[src/hdl/fb_types_pkg.sv]
// ~~~~~~~~~~~~~~~~~~~~
// Fill buffer data widths, ECC word and row types,
// and the fill and store input structs
// ~~~~~~~~~~~~~~~~~~~~
`default_nettype none

package fb_types_pkg;

   localparam int FB_DATA_BITS   = 32;   // Data bits per ECC word
   localparam int FB_ECC_BITS    = 7;    // Check bits per ECC word
   localparam int FB_WORD_W      = FB_DATA_BITS + FB_ECC_BITS;
   localparam int FB_WORDS       = 16;   // Words in one array row
   localparam int FB_FILL_WORDS  = 4;    // Words in one DRAM fill beat
   localparam int FB_STORE_WORDS = 2;    // Words in one store
   localparam int FB_WL_W        = 3;    // Entry wordline width

   localparam int FB_FILL_W  = FB_FILL_WORDS * FB_WORD_W;   // 156
   localparam int FB_STORE_W = FB_STORE_WORDS * FB_WORD_W;  // 78

   // One ECC word, data on top and check bits below
   typedef struct packed {
      logic [FB_DATA_BITS-1:0] data;
      logic [FB_ECC_BITS-1:0]  ecc;
   } fb_word_t;

   // Full row of the array, word 15 in the upper bits
   typedef fb_word_t [FB_WORDS-1:0] fb_row_t;

   // DRAM fill side
   typedef struct packed {
      logic [FB_FILL_WORDS*FB_DATA_BITS-1:0] data;
      logic [FB_FILL_WORDS*FB_ECC_BITS-1:0]  ecc;
      logic [FB_WORDS-1:0]                   wen;  // One bit per row word
      logic [FB_WL_W-1:0]                    wl;   // Target entry
   } fb_fill_in_t;

   // Store side, data already carries its ECC
   typedef struct packed {
      logic [FB_STORE_W-1:0] stdecc;
      logic                  sel;   // High picks store data over fill
   } fb_store_in_t;

endpackage

`default_nettype wire

[src/hdl/fb_ctrl_pkg.sv]
// ~~~~~~~~~~~~~~~~~~~~
// Write source enum and the
// registered write control struct
// ~~~~~~~~~~~~~~~~~~~~
`default_nettype none

package fb_ctrl_pkg;

   import fb_types_pkg::*;

   // Which path feeds the array write row
   typedef enum logic {
      FB_SRC_FILL  = 1'b0,
      FB_SRC_STORE = 1'b1
   } fb_src_e;

   // Write control as seen by the array
   typedef struct packed {
      logic [FB_WORDS-1:0] wen;   // Per-word write enable
      logic [FB_WL_W-1:0]  wl;    // Entry to write
      fb_src_e             src;
   } fb_wr_ctrl_t;

endpackage

`default_nettype wire

[src/hdl/fb_fill_stage.sv]
// ~~~~~~~~~~~~~~~~~~~~
// DRAM fill stage: interleaves data with check bits
// and registers words, wen and wordline (R2 to R3)
// ~~~~~~~~~~~~~~~~~~~~
`default_nettype none
`timescale 1ns/1ps

module fb_fill_stage
   import fb_types_pkg::*;
(
   input  logic                 rclk,
   input  logic                 rst,
   input  fb_fill_in_t          fill_in,
   output logic [FB_FILL_W-1:0] fill_words,
   output logic [FB_WORDS-1:0]  fill_ctrl_wen,
   output logic [FB_WL_W-1:0]   fill_ctrl_wl
);

   fb_word_t [FB_FILL_WORDS-1:0] fill_mix;   // Interleaved R2 words

   // Word k takes data quarter k and check byte k
   always_comb begin
      for (int k = 0; k < FB_FILL_WORDS; k++) begin
         fill_mix[k].data = fill_in.data[FB_DATA_BITS*k +: FB_DATA_BITS];
         fill_mix[k].ecc  = fill_in.ecc[FB_ECC_BITS*k +: FB_ECC_BITS];
      end
   end

   // Write enable must come up clean after reset
   always_ff @(posedge rclk) begin
      if (rst) begin
         fill_ctrl_wen <= '0;
      end else begin
         fill_ctrl_wen <= fill_in.wen;
      end
   end

   // Payload and wordline only matter when wen is set
   always_ff @(posedge rclk) begin
      fill_words   <= fill_mix;
      fill_ctrl_wl <= fill_in.wl;
   end

endmodule

`default_nettype wire

[src/hdl/fb_store_stage.sv]
// ~~~~~~~~~~~~~~~~~~~~
// Store stage: registers ECC store data
// and the store select (C3 to C4)
// ~~~~~~~~~~~~~~~~~~~~
`default_nettype none
`timescale 1ns/1ps

module fb_store_stage
   import fb_types_pkg::*;
(
   input  logic                  rclk,
   input  logic                  rst,
   input  fb_store_in_t          store_in,
   output logic [FB_STORE_W-1:0] store_words,
   output logic                  store_sel
);

   // Select defaults to the fill path out of reset
   always_ff @(posedge rclk) begin
      if (rst) begin
         store_sel <= 1'b0;
      end else begin
         store_sel <= store_in.sel;
      end
   end

   always_ff @(posedge rclk) begin
      store_words <= store_in.stdecc;   // Two words, passed as is
   end

endmodule

`default_nettype wire

[src/hdl/fb_data_array.sv]
// ~~~~~~~~~~~~~~~~~~~~
// Fill buffer array: source select, row replication,
// per-word writes and a registered read port
// ~~~~~~~~~~~~~~~~~~~~
`default_nettype none
`timescale 1ns/1ps

module fb_data_array
   import fb_types_pkg::*;
   import fb_ctrl_pkg::*;
#(
   parameter int FB_ENTRIES = 8
) (
   input  logic                  rclk,
   input  logic                  rst,
   input  logic [FB_FILL_W-1:0]  fill_words,
   input  logic [FB_WORDS-1:0]   fill_wen,
   input  logic [FB_WL_W-1:0]    fill_wl,
   input  logic [FB_STORE_W-1:0] store_words,
   input  logic                  store_sel,
   input  logic                  rd_en,
   input  logic [FB_WL_W-1:0]    rd_wl,
   output fb_row_t               rd_data,
   output logic                  rd_valid
);

   fb_wr_ctrl_t wr_ctrl;
   fb_row_t     wr_row;     // Source replicated across the row

   fb_row_t     mem [FB_ENTRIES];

   // Fill and store share one wen and wordline
   always_comb begin
      wr_ctrl.wen = fill_wen;
      wr_ctrl.wl  = fill_wl;
      wr_ctrl.src = store_sel ? FB_SRC_STORE : FB_SRC_FILL;
   end

   // Word i of the row carries source word i mod 4 or i mod 2
   always_comb begin
      case (wr_ctrl.src)
         FB_SRC_STORE: wr_row = {(FB_WORDS/FB_STORE_WORDS){store_words}};
         default:      wr_row = {(FB_WORDS/FB_FILL_WORDS){fill_words}};
      endcase
   end

   always_ff @(posedge rclk) begin
      for (int i = 0; i < FB_WORDS; i++) begin
         if (wr_ctrl.wen[i]) begin
            mem[wr_ctrl.wl][i] <= wr_row[i];
         end
      end
   end

   // A read on the write edge still sees the old row
   always_ff @(posedge rclk) begin
      if (rd_en) begin
         rd_data <= mem[rd_wl];
      end
   end

   always_ff @(posedge rclk) begin
      if (rst) begin
         rd_valid <= 1'b0;
      end else begin
         rd_valid <= rd_en;   // One cycle read latency
      end
   end

endmodule

`default_nettype wire

[src/hdl/fb_buf_top.sv]
// ~~~~~~~~~~~~~~~~~~~~
// Fill buffer data path top: fill stage,
// store stage and the data array
// ~~~~~~~~~~~~~~~~~~~~
`default_nettype none
`timescale 1ns/1ps

module fb_buf_top
   import fb_types_pkg::*;
#(
   parameter int FB_ENTRIES = 8
) (
   input  logic               rclk,
   input  logic               rst,
   input  fb_fill_in_t        fill_in,
   input  fb_store_in_t       store_in,
   input  logic               rd_en,
   input  logic [FB_WL_W-1:0] rd_wl,
   output fb_row_t            rd_data,
   output logic               rd_valid
);

   logic [FB_FILL_W-1:0]  fill_words;
   logic [FB_WORDS-1:0]   fill_wen;
   logic [FB_WL_W-1:0]    fill_wl;
   logic [FB_STORE_W-1:0] store_words;
   logic                  store_sel;

   fb_fill_stage fill_stage_i (
      .rclk          (rclk),
      .rst           (rst),
      .fill_in       (fill_in),
      .fill_words    (fill_words),
      .fill_ctrl_wen (fill_wen),
      .fill_ctrl_wl  (fill_wl)
   );

   fb_store_stage store_stage_i (
      .rclk        (rclk),
      .rst         (rst),
      .store_in    (store_in),
      .store_words (store_words),
      .store_sel   (store_sel)
   );

   fb_data_array #(
      .FB_ENTRIES (FB_ENTRIES)
   ) data_array_i (
      .rclk        (rclk),
      .rst         (rst),
      .fill_words  (fill_words),
      .fill_wen    (fill_wen),
      .fill_wl     (fill_wl),
      .store_words (store_words),
      .store_sel   (store_sel),
      .rd_en       (rd_en),
      .rd_wl       (rd_wl),
      .rd_data     (rd_data),
      .rd_valid    (rd_valid)
   );

endmodule

`default_nettype wire

[config.mk]
export PLATFORM = sky130hd
export DESIGN_NAME = fb_buf_top
export DESIGN_NICKNAME = d
export VERILOG_FILES = /design/src/hdl/fb_types_pkg.sv /design/src/hdl/fb_ctrl_pkg.sv /design/src/hdl/fb_fill_stage.sv /design/src/hdl/fb_store_stage.sv /design/src/hdl/fb_data_array.sv /design/src/hdl/fb_buf_top.sv
export SDC_FILE = /design/constraint.sdc
export NUM_CORES = 2
export LEC_CHECK = 0
export BUFFER_PORTS_ARGS = -buffer_cell sky130_fd_sc_hd__buf_2
export CAP_MARGIN = 0
export CELL_PAD_IN_SITES_DETAIL_PLACEMENT = 0
export CELL_PAD_IN_SITES_GLOBAL_PLACEMENT = 1
export CORE_MARGIN = 8
export CORE_UTILIZATION = 50
export CTS_CLUSTER_SIZE = 30
export DETAILED_ROUTE_END_ITERATION = 8
export PLACE_DENSITY_LB_ADDON = 0.2
export RECOVER_POWER = 100
export SYNTH_ARGS = -nofsm -noshare
export SYNTH_HDL_FRONTEND = slang
export SYNTH_HIERARCHICAL = 1
export SYNTH_MEMORY_MAX_BITS = 65536
export SYNTH_SLANG_ARGS = --single-unit
[constraint.sdc]
create_clock -name rclk -period 2.6 [get_ports rclk]
set_input_delay 0.13 -clock rclk [delete_from_list [all_inputs] [get_ports rclk]]
set_output_delay 0.13 -clock rclk [all_outputs]
set_load 0.02 [all_outputs]
==> results by group <==
STA
  – Worst-margin pin slew: approximately 2.2 ns
  – Final Hold Viols: 0
  – # setup viols final: 0
  – Rel. slew slack: -43.4%
  – Tcrit/Tclk final: a little over nine tenths
  – Setup TNS: 0 ns
  – Final Slew Violations: 14
  – Unrepaired setup endpoints after global routing: false
  – Hold slack: ~0.24 ns
  – FMAX: roughly 0.4 GHz
  – Layout Skew: 0.0457 ns
  – Fin crit period: roughly 2.5 ns

Setup path
  – Critical path peak fanout: between 50 and 60
  – Setup crit start kind: primary input
  – Launching point of the worst reg2reg path: store_stage_i/store_sel
  – Critical Path Max Stage Delay: between 0.9 and 1 ns
  – Cells on worst reg2reg path: 5
  – WS Path Type: primary input to flip-flop
  – CP max stage cell: clkbuf_4
  – CP Capture Type: flip-flop
  – CP delay by family, top: buffers and inverters
  – Most used cell along the critical path: clkbuf_4
  – Buf+Inv Stages, Crit Path: 3
  – Required time of the critical path: ~3.4 ns
  – CP Cell Sequence: dlygate4sd3_1 -> clkbuf_4 -> clkbuf_4 -> mux4_2 -> mux2_1
  – Arrival time worst endpoint: ~3.3 ns
  – Crit Reg-Reg Endpoint: data_array_i/mem[3][126]
  – Flop2flop setup slack: 0.12 ns

Synth
  – Mapped Avg Cell Area: about 25 sq um
  – Area share of and/or/nand/nor cells after synthesis: less than 1%
  – Synth cell types: 20
  – EDFF count, synth: 5,616
  – Post-synth ARST share: 0%
  – Largest area contributor in the netlist: edfxtp_1
  – Top cells by count, synth: 5,616 x edfxtp_1, 1,248 x mux4_2, 624 x mux2_2
  – Predominant post-synthesis flop cell: edfxtp_1
  – Top cell type's share of synthesized area: around four fifths
  – Mapped Area: about 210,000 sq um
  – Main combinational cell family by area after synthesis: multiplexers
  – Synthesized Nets: about 9,000
  – Post-synthesis compound-gate area fraction: less than 1%
  – Cell count after synthesis: a little under 9,000
  – Seq/Total Area, Yosys: roughly four fifths
  – Mux share of post-synthesis cell area: 16.4%
  – Post-Synth XOR/XNOR Area: 0%
  – Post-synthesis register bit count: slightly below 6,000
  – Warnings from Yosys: 6
  – Ranking of synthesized cells by area: edfxtp_1 79%, mux4_2 13%, mux2_2 3.3%
  – Count leader, synth: edfxtp_1
  – Post-synthesis adder-cell area fraction: 0%

GRT
  – Vias in the first global route: ~100k
  – Gr usage total: 24.7%
  – Global-route wire length before repair: slightly below 800 mm
  – Initial antenna violation count: between 40 and 50
  – Total grt overflow: 0
  – Largest net degree at the start of global routing: between 80 and 90

Power
  – Leakage: approximately 80 nW
  – P per Cell Area: 805 nW/um^2
  – VDD IR max: between 600 and 700 uV

Hold path
  – Hold path startpoint: fill_in[85]
  – Hold Path Depth: 3
  – Worst Hold End: fill_stage_i/fill_words[52]
  – Hold Crit Class: primary input to flip-flop

Floorplanning
  – Die ar.: 449,000 sq um
  – # rows: 240
  – Initial Util: 50.1%
  – IO Count: just under 900
  – Die Ht: 670 um
  – Core footprint: approximately 430,000 sq um
  – Chip width: 670 um

Routing
  – Wire per inst: between 30 and 40 um
  – Post-DR vias/cell: 5.86
  – Overall via count from detail_route: between 100k and 150k
  – Starting DRT DRC Count: 10,600
  – DR DRC count: 0
  – Drt first pass iters: 6
  – Final ANT Viol Nets: 0
  – Total Wirelength: around 560 mm

Place
  – PortBufs: 884
  – Gpl congestion: between 0.8 and 0.9
  – DP Wirelength: 336 mm

Status
  – Failing checks: capacitance limit, slew limit
  – Status: complete, but fails checks

Run
  – Max_cap viols: 1

Final layout
  – Area added between synthesis and finish: 18.3%
  – Fillers: around 30,000
  – NumNets Final: 11,200
  – Share of cells above drive strength 1: between 30% and 40%
  – Reg area: around 170,000 sq um
  – Multi-input gate area: ~37,000 sq um

Clock network
  – Clk_lat worst skew: roughly 1.0 ns
  – Worst-path clk slew: approximately 0.06 ns
  – # clock sinks: 5,871
  – CTS tree: built
  – Deepest clock path buffer count: 4
  – CTS H-tree lvls: 6
  – Cts bufs inserted: 602
  – Root Buffer: clkbuf_16
  – CTS resizes: 0
-- worst min-delay path, cell delays in order --
cell and delay [ns]:
dlygate4sd3_1 0.52, buf_2 0.09, dlygate4sd3_1 0.52
-- flip-flops by register name, summed over array words and instances, names as in the netlist --
| signal | cells |
|---|---|
| data_array_i/mem | 4992 |
| data_array_i/rd_data | 624 |
| data_array_i/rd_valid | 1 |
| fill_stage_i/fill_ctrl_wen | 16 |
| fill_stage_i/fill_ctrl_wl | 3 |
| fill_stage_i/fill_words | 156 |
| store_stage_i/store_sel | 1 |
| store_stage_i/store_words | 78 |
-- power breakdown --
group / internal, W / switching, W
combinational: 0.00451 / 0.00746
clock: 0.0473 / 0.0356
sequential: 0.107 / 0.00127
-- cell usage in the layout (no fill, tap or decap), types with 2 or more instances in the layout --
master / count
nor2b_1: 6
and3b_1: 3
clkbuf_2: 173
clkinv_1: 112
mux2_2: 493
clkinv_8: 16
dlygate4sd3_1: 529
inv_1: 156
and2b_2: 4
and2_0: 35
inv_6: 17
clkinvlp_4: 15
bufinv_16: 29
buf_6: 22
and2_1: 4
clkbuf_1: 876
o21ai_0: 112
clkinv_16: 8
o21ai_2: 42
nor2b_2: 6
clkinv_2: 83
clkbuf_16: 616
mux2_1: 131
clkbuf_4: 55
buf_8: 2
and2_2: 89
mux4_2: 1248
nor3b_1: 3
buf_2: 216
diode_2: 31
edfxtp_1: 5616
buf_12: 156
and2b_1: 2
nand2_1: 78
buf_4: 127
clkbuf_8: 24
inv_16: 8
dfxtp_1: 254
-- stage by stage --
step	worst slack [ns]	std cells	utilization, %	cell area [sq um]	total power [W]
2_1_floorplan	0.00563	8669	-	214000	0.117
6_report	0.0924	17100	59.3	253000	0.203
4_1_cts	0.300	17100	60.0	256000	0.206
3_5_place_dp	0.276	15500	54.3	231000	0.123
5_1_grt	0.103	17100	59.3	253000	0.209
3_3_place_gp	0.260	15500	54.3	231000	0.122
-- worst max path at each step --
| stage | cells after the start | to | slack (ns) | start |
|---|---|---|---|---|
| after floorplan | 4 | data_array_i/mem[0][148] | 0.006 | store_stage_i/store_sel |
| after detailed placement | 5 | data_array_i/rd_data[264] | 0.28 | rd_wl[0] |
| after global routing | 5 | data_array_i/mem[3][126] | 0.10 | store_stage_i/store_sel |
| final | 5 | data_array_i/rd_data[495] | 0.09 | rd_wl[2] |
| after global placement | 6 | data_array_i/rd_data[541] | 0.26 | rd_wl[0] |
| after CTS | 5 | data_array_i/mem[1][602] | 0.30 | store_stage_i/store_sel |
-- final cells by class --
cell class,count,share of cell area (%)
sequential,5871,68.8
clock inverter,291,1.05
multi-input combinational,2260,14.8
antenna,31,0.0307
inverter,156,0.232
tap,5687,2.82
clock buffer,787,6.45
timing repair buffer,2009,5.83
-- kinds of logic (layout without fill, tap and decap cells) --
| group | after synthesis | after routing |
|---|---|---|
| simple gates | 232 | 232 |
| mux | 1872 | 1872 |
| other cells | 0 | 31 |
| buf+inv | 538 | 3243 |
| flops | 5871 | 5871 |
| compound gates | 156 | 156 |
-- layer usage --
layer	track usage [%]	wire length [um]	up-vias
met5	0	30	-
met4	7.86	21500	6
met3	3.67	38600	730
met2	42.4	286000	4022
met1	32.9	219000	54500
li1	-	-	41000
-- repair_timing --
item	CTS	global route
endpoints found under the hold margin	877	0
hold buffers	529	0
setup buffers	0	0
Power figures use the tool's default switching activity.
